<file path="config.mk">
export PLATFORM = sky130hd
export DESIGN_NAME = led_panel_top
export DESIGN_NICKNAME = d
export VERILOG_FILES = /design/src/panel_pkg.sv /design/src/link_pkg.sv /design/src/uart_rx.sv /design/src/command_decoder.sv /design/src/frame_buffer.sv /design/src/row_fetch.sv /design/src/matrix_scan.sv /design/src/led_panel_top.sv
export SDC_FILE = /design/constraint.sdc
export NUM_CORES = 1
export LEC_CHECK = 0
export ABC_AREA = 1
export BUFFER_PORTS_ARGS = -buffer_cell sky130_fd_sc_hd__buf_2
export CAP_MARGIN = 20
export CORE_AREA = 2 2 283 285
export DETAILED_ROUTE_END_ITERATION = 6
export DIE_AREA = 0 0 285 287
export PLACE_DENSITY_LB_ADDON = 0.1
export RECOVER_POWER = 50
export REMOVE_ABC_BUFFERS = 1
export SYNTH_ARGS = -nofsm -noshare
export SYNTH_HDL_FRONTEND = slang
export SYNTH_SLANG_ARGS = --single-unit
</file>
<file path="constraint.sdc">
create_clock -name clk_root -period 2.87 [get_ports clk_root]
set_input_delay 0.574 -clock clk_root [delete_from_list [all_inputs] [get_ports clk_root]]
set_output_delay 0.574 -clock clk_root [all_outputs]
set_load 0.005 [all_outputs]
</file>
<file path="src/panel_pkg.sv">
// ############################
// panel geometry and display-side types
// shared by the buffer, fetch and scan logic
// ############################
`default_nettype none

package panel_pkg;

    localparam int panel_width = 8;  // columns per row
    localparam int row_pairs   = 4;  // row r pairs with row r+4
    localparam int color_bits  = 4;  // bits per channel, also plane count

    typedef logic [2:0] col_t;
    typedef logic [1:0] row_pair_t;
    typedef logic [1:0] plane_t;

    typedef struct packed {
        logic [color_bits-1:0] red;
        logic [color_bits-1:0] green;
        logic [color_bits-1:0] blue;
    } pixel_t;

    // row in 5:3, column in 2:0, same as the address byte
    typedef struct packed {
        logic [2:0] row;
        col_t       col;
    } pixel_addr_t;

    typedef struct packed {
        logic red;
        logic green;
        logic blue;
    } rgb_bits_t;

    typedef struct packed {
        rgb_bits_t rgb_top;
        rgb_bits_t rgb_bottom;
        row_pair_t row_addr;
        logic      pixel_clk;
        logic      latch;
        logic      oe_n;  // active low output enable
    } hub75_t;

    typedef struct packed {
        logic      valid;
        row_pair_t row_pair;
        plane_t    plane;
        col_t      col;
    } fetch_req_t;

    typedef struct packed {
        rgb_bits_t             rgb_enable;
        logic [color_bits-1:0] plane_enable;
    } settings_t;

endpackage

`default_nettype wire

</file>
<file path="src/link_pkg.sv">
// ############################
// serial command protocol and frame buffer write types
// ############################
`default_nettype none

package link_pkg;

    import panel_pkg::*;

    // pixel: addr, hi (red nibble), lo (green, blue)
    // settings: one byte, 6:4 = b,g,r enables, 3:0 = planes
    typedef enum logic [7:0] {
        OP_PIXEL    = 8'h50,
        OP_SETTINGS = 8'h53
    } opcode_e;

    typedef enum logic [2:0] {
        st_idle,
        st_addr,
        st_data_hi,
        st_data_lo,
        st_settings
    } decode_state_e;

    typedef struct packed {
        logic        we;
        pixel_addr_t addr;
        pixel_t      data;
    } fb_write_t;

endpackage

`default_nettype wire

</file>
<file path="src/uart_rx.sv">
// ############################
// 8N1 serial receiver, one strobe per good byte
// bytes with a low stop bit are dropped
// ############################
`default_nettype none
`timescale 1ns/100ps

module uart_rx #(
    parameter int ticks_per_bit = 8
) (
    input  logic       clk_root,
    input  logic       rst_n,
    input  logic       rxd,
    output logic [7:0] rx_byte,
    output logic       rx_strobe
);

    localparam int cnt_w = $clog2(ticks_per_bit);

    typedef enum logic [1:0] {rx_idle, rx_start, rx_data, rx_stop} rx_state_e;

    rx_state_e        state;
    logic [1:0]       rxd_sync;  // two-flop synchroniser
    logic [cnt_w-1:0] tick_cnt;
    logic [2:0]       bit_cnt;
    logic             rxd_s;

    assign rxd_s = rxd_sync[1];

    always_ff @(posedge clk_root) begin
        if (!rst_n) begin
            rxd_sync  <= 2'b11;  // line idles high
            state     <= rx_idle;
            tick_cnt  <= '0;
            bit_cnt   <= '0;
            rx_strobe <= 1'b0;
        end else begin
            rxd_sync  <= {rxd_sync[0], rxd};
            rx_strobe <= 1'b0;
            case (state)
                rx_idle: begin
                    if (!rxd_s) begin
                        tick_cnt <= cnt_w'(ticks_per_bit / 2 - 1);  // to middle of start
                        state    <= rx_start;
                    end
                end
                rx_start: begin
                    if (tick_cnt != '0) begin
                        tick_cnt <= tick_cnt - 1'b1;
                    end else if (rxd_s) begin
                        state <= rx_idle;  // glitch, not a start bit
                    end else begin
                        tick_cnt <= cnt_w'(ticks_per_bit - 1);
                        bit_cnt  <= '0;
                        state    <= rx_data;
                    end
                end
                rx_data: begin
                    if (tick_cnt != '0) begin
                        tick_cnt <= tick_cnt - 1'b1;
                    end else begin
                        tick_cnt <= cnt_w'(ticks_per_bit - 1);
                        bit_cnt  <= bit_cnt + 1'b1;
                        if (bit_cnt == 3'd7)
                            state <= rx_stop;
                    end
                end
                rx_stop: begin
                    if (tick_cnt != '0) begin
                        tick_cnt <= tick_cnt - 1'b1;
                    end else begin
                        rx_strobe <= rxd_s;  // framing error gives no strobe
                        state     <= rx_idle;
                    end
                end
                default: state <= rx_idle;
            endcase
        end
    end

    // lsb first, shift in from the top
    always_ff @(posedge clk_root) begin
        if (state == rx_data && tick_cnt == '0)
            rx_byte <= {rxd_s, rx_byte[7:1]};
    end

endmodule

`default_nettype wire

</file>
<file path="src/command_decoder.sv">
// ############################
// byte stream parser, writes pixels and
// holds the colour and plane enables
// ############################
`default_nettype none
`timescale 1ns/100ps

module command_decoder import panel_pkg::*, link_pkg::*; (
    input  logic       clk_root,
    input  logic       rst_n,
    input  logic [7:0] rx_byte,
    input  logic       rx_strobe,
    output fb_write_t  fb_write,
    output settings_t  settings
);

    decode_state_e         state;
    pixel_addr_t           addr_q;
    logic [color_bits-1:0] red_q;
    logic                  wr_en;
    pixel_addr_t           wr_addr;
    pixel_t                wr_data;

    assign fb_write = '{we: wr_en, addr: wr_addr, data: wr_data};

    always_ff @(posedge clk_root) begin
        if (!rst_n) begin
            state    <= st_idle;
            wr_en    <= 1'b0;
            settings <= '1;  // everything enabled
        end else begin
            wr_en <= 1'b0;
            if (rx_strobe) begin
                case (state)
                    st_idle: begin
                        case (opcode_e'(rx_byte))
                            OP_PIXEL:    state <= st_addr;
                            OP_SETTINGS: state <= st_settings;
                            default:     state <= st_idle;  // unknown bytes ignored
                        endcase
                    end
                    st_addr:    state <= st_data_hi;
                    st_data_hi: state <= st_data_lo;
                    st_data_lo: begin
                        wr_en <= 1'b1;
                        state <= st_idle;
                    end
                    st_settings: begin
                        settings.rgb_enable.blue  <= rx_byte[6];
                        settings.rgb_enable.green <= rx_byte[5];
                        settings.rgb_enable.red   <= rx_byte[4];
                        settings.plane_enable     <= rx_byte[3:0];
                        state                     <= st_idle;
                    end
                    default: state <= st_idle;
                endcase
            end
        end
    end

    // address and pixel data collected along the way
    always_ff @(posedge clk_root) begin
        if (rx_strobe) begin
            case (state)
                st_addr:    addr_q <= pixel_addr_t'(rx_byte[5:0]);
                st_data_hi: red_q <= rx_byte[3:0];
                st_data_lo: begin
                    wr_addr <= addr_q;
                    wr_data <= '{red: red_q, green: rx_byte[7:4], blue: rx_byte[3:0]};
                end
                default: ;
            endcase
        end
    end

endmodule

`default_nettype wire

</file>
<file path="src/frame_buffer.sv">
// ############################
// pixel memory, one write port,
// two registered read ports for top/bottom
// ############################
`default_nettype none
`timescale 1ns/100ps

module frame_buffer import panel_pkg::*, link_pkg::*; (
    input  logic        clk_root,
    input  fb_write_t   fb_write,
    input  pixel_addr_t rd_addr_top,
    input  pixel_addr_t rd_addr_bottom,
    output pixel_t      rd_top,
    output pixel_t      rd_bottom
);

    localparam int depth = 2 * row_pairs * panel_width;  // 64 pixels

    pixel_t mem [depth];

    always_ff @(posedge clk_root) begin
        if (fb_write.we)
            mem[fb_write.addr] <= fb_write.data;
        rd_top    <= mem[rd_addr_top];     // data one cycle after address
        rd_bottom <= mem[rd_addr_bottom];
    end

endmodule

`default_nettype wire

</file>
<file path="src/row_fetch.sv">
// ############################
// turns a scan request into one bit per channel
// for the top and bottom half, 2 cycles later
// ############################
`default_nettype none
`timescale 1ns/100ps

module row_fetch import panel_pkg::*; (
    input  logic        clk_root,
    input  logic        rst_n,
    input  fetch_req_t  fetch_req,
    input  settings_t   settings,
    output pixel_addr_t rd_addr_top,
    output pixel_addr_t rd_addr_bottom,
    input  pixel_t      rd_top,
    input  pixel_t      rd_bottom,
    output rgb_bits_t   col_bits_top,
    output rgb_bits_t   col_bits_bottom,
    output logic        col_valid
);

    plane_t plane_d1;  // lines up with read data
    logic   valid_d1;

    // bit p of each channel, masked by channel and plane enable
    function automatic rgb_bits_t extract_bits(pixel_t px, plane_t p, settings_t s);
        logic pe;
        pe = s.plane_enable[p];
        return '{red:   px.red[p]   & s.rgb_enable.red   & pe,
                 green: px.green[p] & s.rgb_enable.green & pe,
                 blue:  px.blue[p]  & s.rgb_enable.blue  & pe};
    endfunction

    assign rd_addr_top    = '{row: 3'(fetch_req.row_pair), col: fetch_req.col};
    assign rd_addr_bottom = '{row: 3'(fetch_req.row_pair) + 3'(row_pairs),
                              col: fetch_req.col};  // lower half of panel

    always_ff @(posedge clk_root) begin
        if (!rst_n) begin
            valid_d1  <= 1'b0;
            col_valid <= 1'b0;
        end else begin
            valid_d1  <= fetch_req.valid;
            col_valid <= valid_d1;
        end
    end

    always_ff @(posedge clk_root) begin
        plane_d1        <= fetch_req.plane;
        col_bits_top    <= extract_bits(rd_top, plane_d1, settings);
        col_bits_bottom <= extract_bits(rd_bottom, plane_d1, settings);
    end

endmodule

`default_nettype wire

</file>
<file path="src/matrix_scan.sv">
// ############################
// HUB75 scan sequencer, shift / latch / display
// with binary-coded plane times
// ############################
`default_nettype none
`timescale 1ns/100ps

module matrix_scan import panel_pkg::*; #(
    parameter int base_ticks = 8
) (
    input  logic       clk_root,
    input  logic       rst_n,
    output fetch_req_t fetch_req,
    input  rgb_bits_t  col_bits_top,
    input  rgb_bits_t  col_bits_bottom,
    input  logic       col_valid,
    output hub75_t     panel
);

    localparam int     timer_w    = $clog2(base_ticks << (color_bits - 1));
    localparam col_t   last_col   = col_t'(panel_width - 1);
    localparam plane_t last_plane = plane_t'(color_bits - 1);

    typedef enum logic [2:0] {
        sc_request, sc_wait, sc_setup, sc_clock, sc_latch, sc_enable, sc_display
    } scan_state_e;

    scan_state_e        state;
    col_t               col;
    plane_t             plane;
    row_pair_t          row_pair;
    logic               req_valid;
    logic [timer_w-1:0] timer;
    rgb_bits_t          rgb_top_q;
    rgb_bits_t          rgb_bottom_q;
    row_pair_t          row_addr_q;
    logic               pixel_clk_q;
    logic               latch_q;
    logic               oe_n_q;

    assign fetch_req = '{valid: req_valid, row_pair: row_pair, plane: plane, col: col};
    assign panel     = '{rgb_top: rgb_top_q, rgb_bottom: rgb_bottom_q, row_addr: row_addr_q,
                         pixel_clk: pixel_clk_q, latch: latch_q, oe_n: oe_n_q};

    always_ff @(posedge clk_root) begin
        if (!rst_n) begin
            state       <= sc_request;
            col         <= '0;
            plane       <= '0;
            row_pair    <= '0;
            req_valid   <= 1'b0;
            timer       <= '0;
            row_addr_q  <= '0;
            pixel_clk_q <= 1'b0;
            latch_q     <= 1'b0;
            oe_n_q      <= 1'b1;  // LEDs dark
        end else begin
            req_valid <= 1'b0;
            case (state)
                sc_request: begin
                    req_valid <= 1'b1;
                    state     <= sc_wait;
                end
                sc_wait: if (col_valid) state <= sc_setup;  // bits go to pins
                sc_setup: begin
                    pixel_clk_q <= 1'b1;  // data had one cycle of setup
                    state       <= sc_clock;
                end
                sc_clock: begin
                    pixel_clk_q <= 1'b0;
                    if (col == last_col) begin
                        state <= sc_latch;
                    end else begin
                        col   <= col + 1'b1;
                        state <= sc_request;
                    end
                end
                sc_latch: begin
                    latch_q    <= 1'b1;
                    row_addr_q <= row_pair;  // oe_n still high here
                    state      <= sc_enable;
                end
                sc_enable: begin
                    latch_q <= 1'b0;
                    oe_n_q  <= 1'b0;
                    timer   <= timer_w'((base_ticks << plane) - 1);
                    state   <= sc_display;
                end
                sc_display: begin
                    if (timer != '0) begin
                        timer <= timer - 1'b1;
                    end else begin
                        oe_n_q <= 1'b1;
                        col    <= '0;
                        state  <= sc_request;
                        if (plane == last_plane) begin
                            plane    <= '0;
                            row_pair <= row_pair + 1'b1;  // wraps after last pair
                        end else begin
                            plane <= plane + 1'b1;
                        end
                    end
                end
                default: state <= sc_request;
            endcase
        end
    end

    always_ff @(posedge clk_root) begin
        if (state == sc_wait && col_valid) begin
            rgb_top_q    <= col_bits_top;
            rgb_bottom_q <= col_bits_bottom;
        end
    end

endmodule

`default_nettype wire

</file>
<file path="src/led_panel_top.sv">
// ############################
// top level, serial commands in, HUB75 pins out
// ############################
`default_nettype none
`timescale 1ns/100ps

module led_panel_top import panel_pkg::*, link_pkg::*; #(
    parameter int ticks_per_bit = 8,
    parameter int base_ticks    = 8
) (
    input  logic   clk_root,
    input  logic   rst_n,
    input  logic   uart_rxd,
    output hub75_t panel
);

    logic [7:0]  rx_byte;
    logic        rx_strobe;
    fb_write_t   fb_write;
    settings_t   settings;
    pixel_addr_t rd_addr_top;
    pixel_addr_t rd_addr_bottom;
    pixel_t      rd_top;
    pixel_t      rd_bottom;
    fetch_req_t  fetch_req;
    rgb_bits_t   col_bits_top;
    rgb_bits_t   col_bits_bottom;
    logic        col_valid;

    uart_rx #(.ticks_per_bit(ticks_per_bit)) u_uart_rx (
        .clk_root(clk_root), .rst_n(rst_n), .rxd(uart_rxd),
        .rx_byte(rx_byte), .rx_strobe(rx_strobe)
    );

    command_decoder u_decoder (
        .clk_root(clk_root), .rst_n(rst_n), .rx_byte(rx_byte), .rx_strobe(rx_strobe),
        .fb_write(fb_write), .settings(settings)
    );

    frame_buffer u_frame_buffer (
        .clk_root(clk_root), .fb_write(fb_write),
        .rd_addr_top(rd_addr_top), .rd_addr_bottom(rd_addr_bottom),
        .rd_top(rd_top), .rd_bottom(rd_bottom)
    );

    row_fetch u_row_fetch (
        .clk_root(clk_root), .rst_n(rst_n), .fetch_req(fetch_req), .settings(settings),
        .rd_addr_top(rd_addr_top), .rd_addr_bottom(rd_addr_bottom),
        .rd_top(rd_top), .rd_bottom(rd_bottom),
        .col_bits_top(col_bits_top), .col_bits_bottom(col_bits_bottom), .col_valid(col_valid)
    );

    matrix_scan #(.base_ticks(base_ticks)) u_matrix_scan (
        .clk_root(clk_root), .rst_n(rst_n), .fetch_req(fetch_req),
        .col_bits_top(col_bits_top), .col_bits_bottom(col_bits_bottom),
        .col_valid(col_valid), .panel(panel)
    );

endmodule

`default_nettype wire

</file>
==> out/metrics.yaml <==
routing:
  drt-vias-per-instance: 5.50
  num_vias: 23558
  drt_wl_total_mm: 101
  drc: 0
  drt_pre_antenna_iters: 5
  ant_nets: 0
  drt_iter0_markers: 2883
  wl_per_cell_um: 23.4
timing:
  setup_tns_ns: 0
  slew_viol_final: 518
  rsz0062_at_grt: "no"
  setup_viol: 0
  fin_crit_sh_pct: 86.9
  worst_slack_ns: 0.375
  clock_skew_ns: 0.0236
  min_period_ns: 2.50
  worstMarginPinSlew_ns: 2.19
  slew-limit-headroom_pct: -45.7
  hold_violations: 0
  max_freq_mhz: 401
global_route:
  grt_max_degree: 183
  grt_pass1_vias: 22971
  overflow: 0
  grt_use_total_pct: 24.5
  antenna_found_initial: 1
  grt_pass1_wl_mm: 149
power_and_ir_drop:
  combPwrFrac_pct: 4.9
  netSwitchingFraction_pct: 21.9
  p_int_mw: 21.3
  clockPowerShare_pct: 43.6
  peakVddDrop_v: 0.000598
  pwr-share-seq_pct: 51.5
  leakage_nw: 14.7
  p_sw_mw: 5.97
  powerDensity_nw_per_um2: 679
clocking:
  numCtsBuffers: 93
  cts_setup_buffers: 0
  clk_latency_ns: 0.65
  cts_sinks: 888
  cts_max_level: 3
  clk_path_buf_depth: 3
  postCtsHoldBufs: 0
  cts_tree: "done"
  path_clk_slew_ns: 0.06
  clockRootBuffer: "clkbuf_16"
  cts_resized: 0
setup_path:
  path_max_fanout: 26
  critPathTopFamily: "buffers and inverters"
  reg2reg_from: "u_decoder.fb_write[2]$_DFFE_PP_"
  crit_type: "flip-flop to flip-flop"
  reg2reg_to: "u_frame_buffer.mem[3][2]$_DFFE_PP_"
  worst_setup_path_start_kind: "flip-flop"
  reg2reg_setup_slack_ns: 0.37
  worstPathArrival_ns: 2.73
  slowest_stage: "clkbuf_1"
  cp_slowest_stage_delay_ns: 1.13
  crit_cells: 1
  critPathCaptureType: "flip-flop"
  worstPathRequired_ns: 3.11
  crit_chain: "clkbuf_1"
  worst-path-buf-inv: 1
  worst_r2r_path_depth: 1
logic_synthesis:
  synth_area_um2: 35800
  synth_sequential_area_ratio_pct: 72.2
  synth_seq_cells: 888
  avgSynthCellArea_um2: 11.5
  yosysTopAreaCell: "edfxtp_1"
  ys_top_cells_by_area: "edfxtp_1, nand2_1, nand3_1"
  yosysWarnings: 0
  yosysUniqueCellTypes: 35
  syn_inst: 3104
  yosysTopAreaCellShare_pct: 67.9
run:
  drv_cap: 11
cells_and_area:
  fin_nets: 3176
  final_util_pct: 51.0
  final_cell_count_no_fill: 4287
  fin_area_um2: 40100
  syn_to_final_growth_pct: 12.0
  drive_gt1_share_pct: 8.71
place:
  postPlaceCellArea_um2: 37300
  port_buffers: 13
  placed_cells: 4112
  post-place-ws_ns: 0.673
  hpwl_mm: 58.6
  finalWeightedCongestion: 0.879
floorplan:
  start_util_pct: 45.6
  fp.dieW_um: 285
  dieArea_um2: 81800
  num_rows: 103
  ioPinCount: 14
  core_area_um2: 78600
  die-height_um: 287
worst_hold_path:
  hold_depth: 2
  hp-start: "uart_rxd"
  min_path_type: "primary input to flip-flop"
  holdPathEnd: "u_uart_rx.rxd_sync[0]$_SDFF_PN1_"
status:
  failed_checks: "capacitance limit, slew limit"
  status: "finished, violations left"
## cell families after synthesis
group           count (synthesis)  share of synthesized area [%]
simple gates                 1877                           22.0
buf+inv                       236                           3.84
flops                         888                           72.2
xor+xnor                        2                         0.0489
fa+ha+maj                      16                          0.559
compound gates                 85                           1.27
## state kept, by name, indices dropped and copies added (netlist names), 3 cells and up, named ones only
register	cells
u_frame_buffer.mem	768
u_decoder.fb_write	18
u_frame_buffer.rd_bottom	12
u_frame_buffer.rd_top	12
u_uart_rx.rx_byte	8
u_decoder.settings	7
u_decoder.addr_q	6
u_matrix_scan.panel	6
u_matrix_scan.timer	6
u_decoder.red_q	4
u_decoder.state	3
u_matrix_scan.col	3
u_matrix_scan.state	3
u_row_fetch.col_bits_bottom	3
u_row_fetch.col_bits_top	3
u_uart_rx.bit_cnt	3
u_uart_rx.tick_cnt	3
## through the flow
step	total power, mW	hold slack (ns)
after global routing	28.1	0.150
final	27.3	0.160
after floorplan	15.2	0.355
after global placement	15.6	0.365
after CTS	27.4	0.142
after detailed placement	15.6	0.383
## cells in the final DEF, fill, tap and decap left out, drive strengths merged, types with 2 or more instances in the layout
cell	Yosys	layout
o211ai	3	3
nand2	1132	1132
nor4	11	11
a21oi	35	35
clkinv	1	33
nand4	14	14
o22ai	2	2
nor3	7	7
or2	3	3
edfxtp	810	810
ha	16	16
dfxtp	78	78
inv	54	57
o21ai	38	38
xor2	2	2
buf	150	118
nand3	603	603
a31oi	2	2
bufinv	0	7
clkbuf	31	152
nor2	107	107
## how the worst max path moves through the flow
| stage | startpoint | to | slack, ns |
|---|---|---|---|
| detailed placement | u_matrix_scan.col[1]$_SDFFE_PN0P_ | u_frame_buffer.rd_bottom[8]$_DFF_P_ | 0.67 |
| global route | u_decoder.fb_write[2]$_DFFE_PP_ | u_frame_buffer.mem[2][2]$_DFFE_PP_ | 0.28 |
| floorplan | u_matrix_scan.col[0]$_SDFFE_PN0P_ | u_frame_buffer.rd_bottom[0]$_DFF_P_ | -8.20 |
| global placement | u_matrix_scan.col[1]$_SDFFE_PN0P_ | u_frame_buffer.rd_bottom[8]$_DFF_P_ | 0.68 |
| CTS | u_matrix_scan.col[1]$_SDFFE_PN0P_ | u_frame_buffer.rd_bottom[8]$_DFF_P_ | 0.67 |
| finish | u_decoder.fb_write[2]$_DFFE_PP_ | u_frame_buffer.mem[3][2]$_DFFE_PP_ | 0.37 |
## area by class of cell
| type | count | area (um^2) |
|---|---|---|
| Antenna cell | 1 | 2.50 |
| Clock buffer | 131 | 2600 |
| Clock inverter | 43 | 397 |
| Fill cell | 6934 | 38500 |
| Inverter | 55 | 225 |
| Multi-Input combinational cell | 1980 | 8610 |
| Sequential cell | 888 | 25900 |
| Tap cell | 1050 | 1310 |
| Timing Repair Buffer | 139 | 1080 |
## cells in the mapped netlist (all sizes together)
cell type     n
nand2      1132
nor4         11
clkbuf       31
a211o         1
ha           16
nor3          7
a41oi         1
o211a         1
xor2          2
clkinv        1
o21ai        38
a211oi        1
a31oi         2
o21a          1
inv          54
edfxtp      810
a21oi        35
buf         150
nand4        14
or2           3
o22ai         2
o211ai        3
nor2        107
dfxtp        78
nand3       603
## power by group through the flow
stage / Clock (mW) / Combinational (mW) / Sequential (mW)
after floorplan: 0 / 0.839 / 14.4
after global placement: 0 / 1.32 / 14.3
after detailed placement: 0 / 1.33 / 14.3
after CTS: 12.1 / 1.34 / 14.0
after global routing: 12.6 / 1.48 / 14.0
final: 11.9 / 1.34 / 14.0
## layer usage
layer | part of all wire [%] | track usage [%] | wire [um]
met5 | 0 | 0 | 0
met4 | 3.5 | 9.27 | 3510
met3 | 6.9 | 4.29 | 6970
met2 | 46 | 37.7 | 46100
met1 | 44 | 34.9 | 43900
Note: power is estimated with default switching activity, not from simulation.
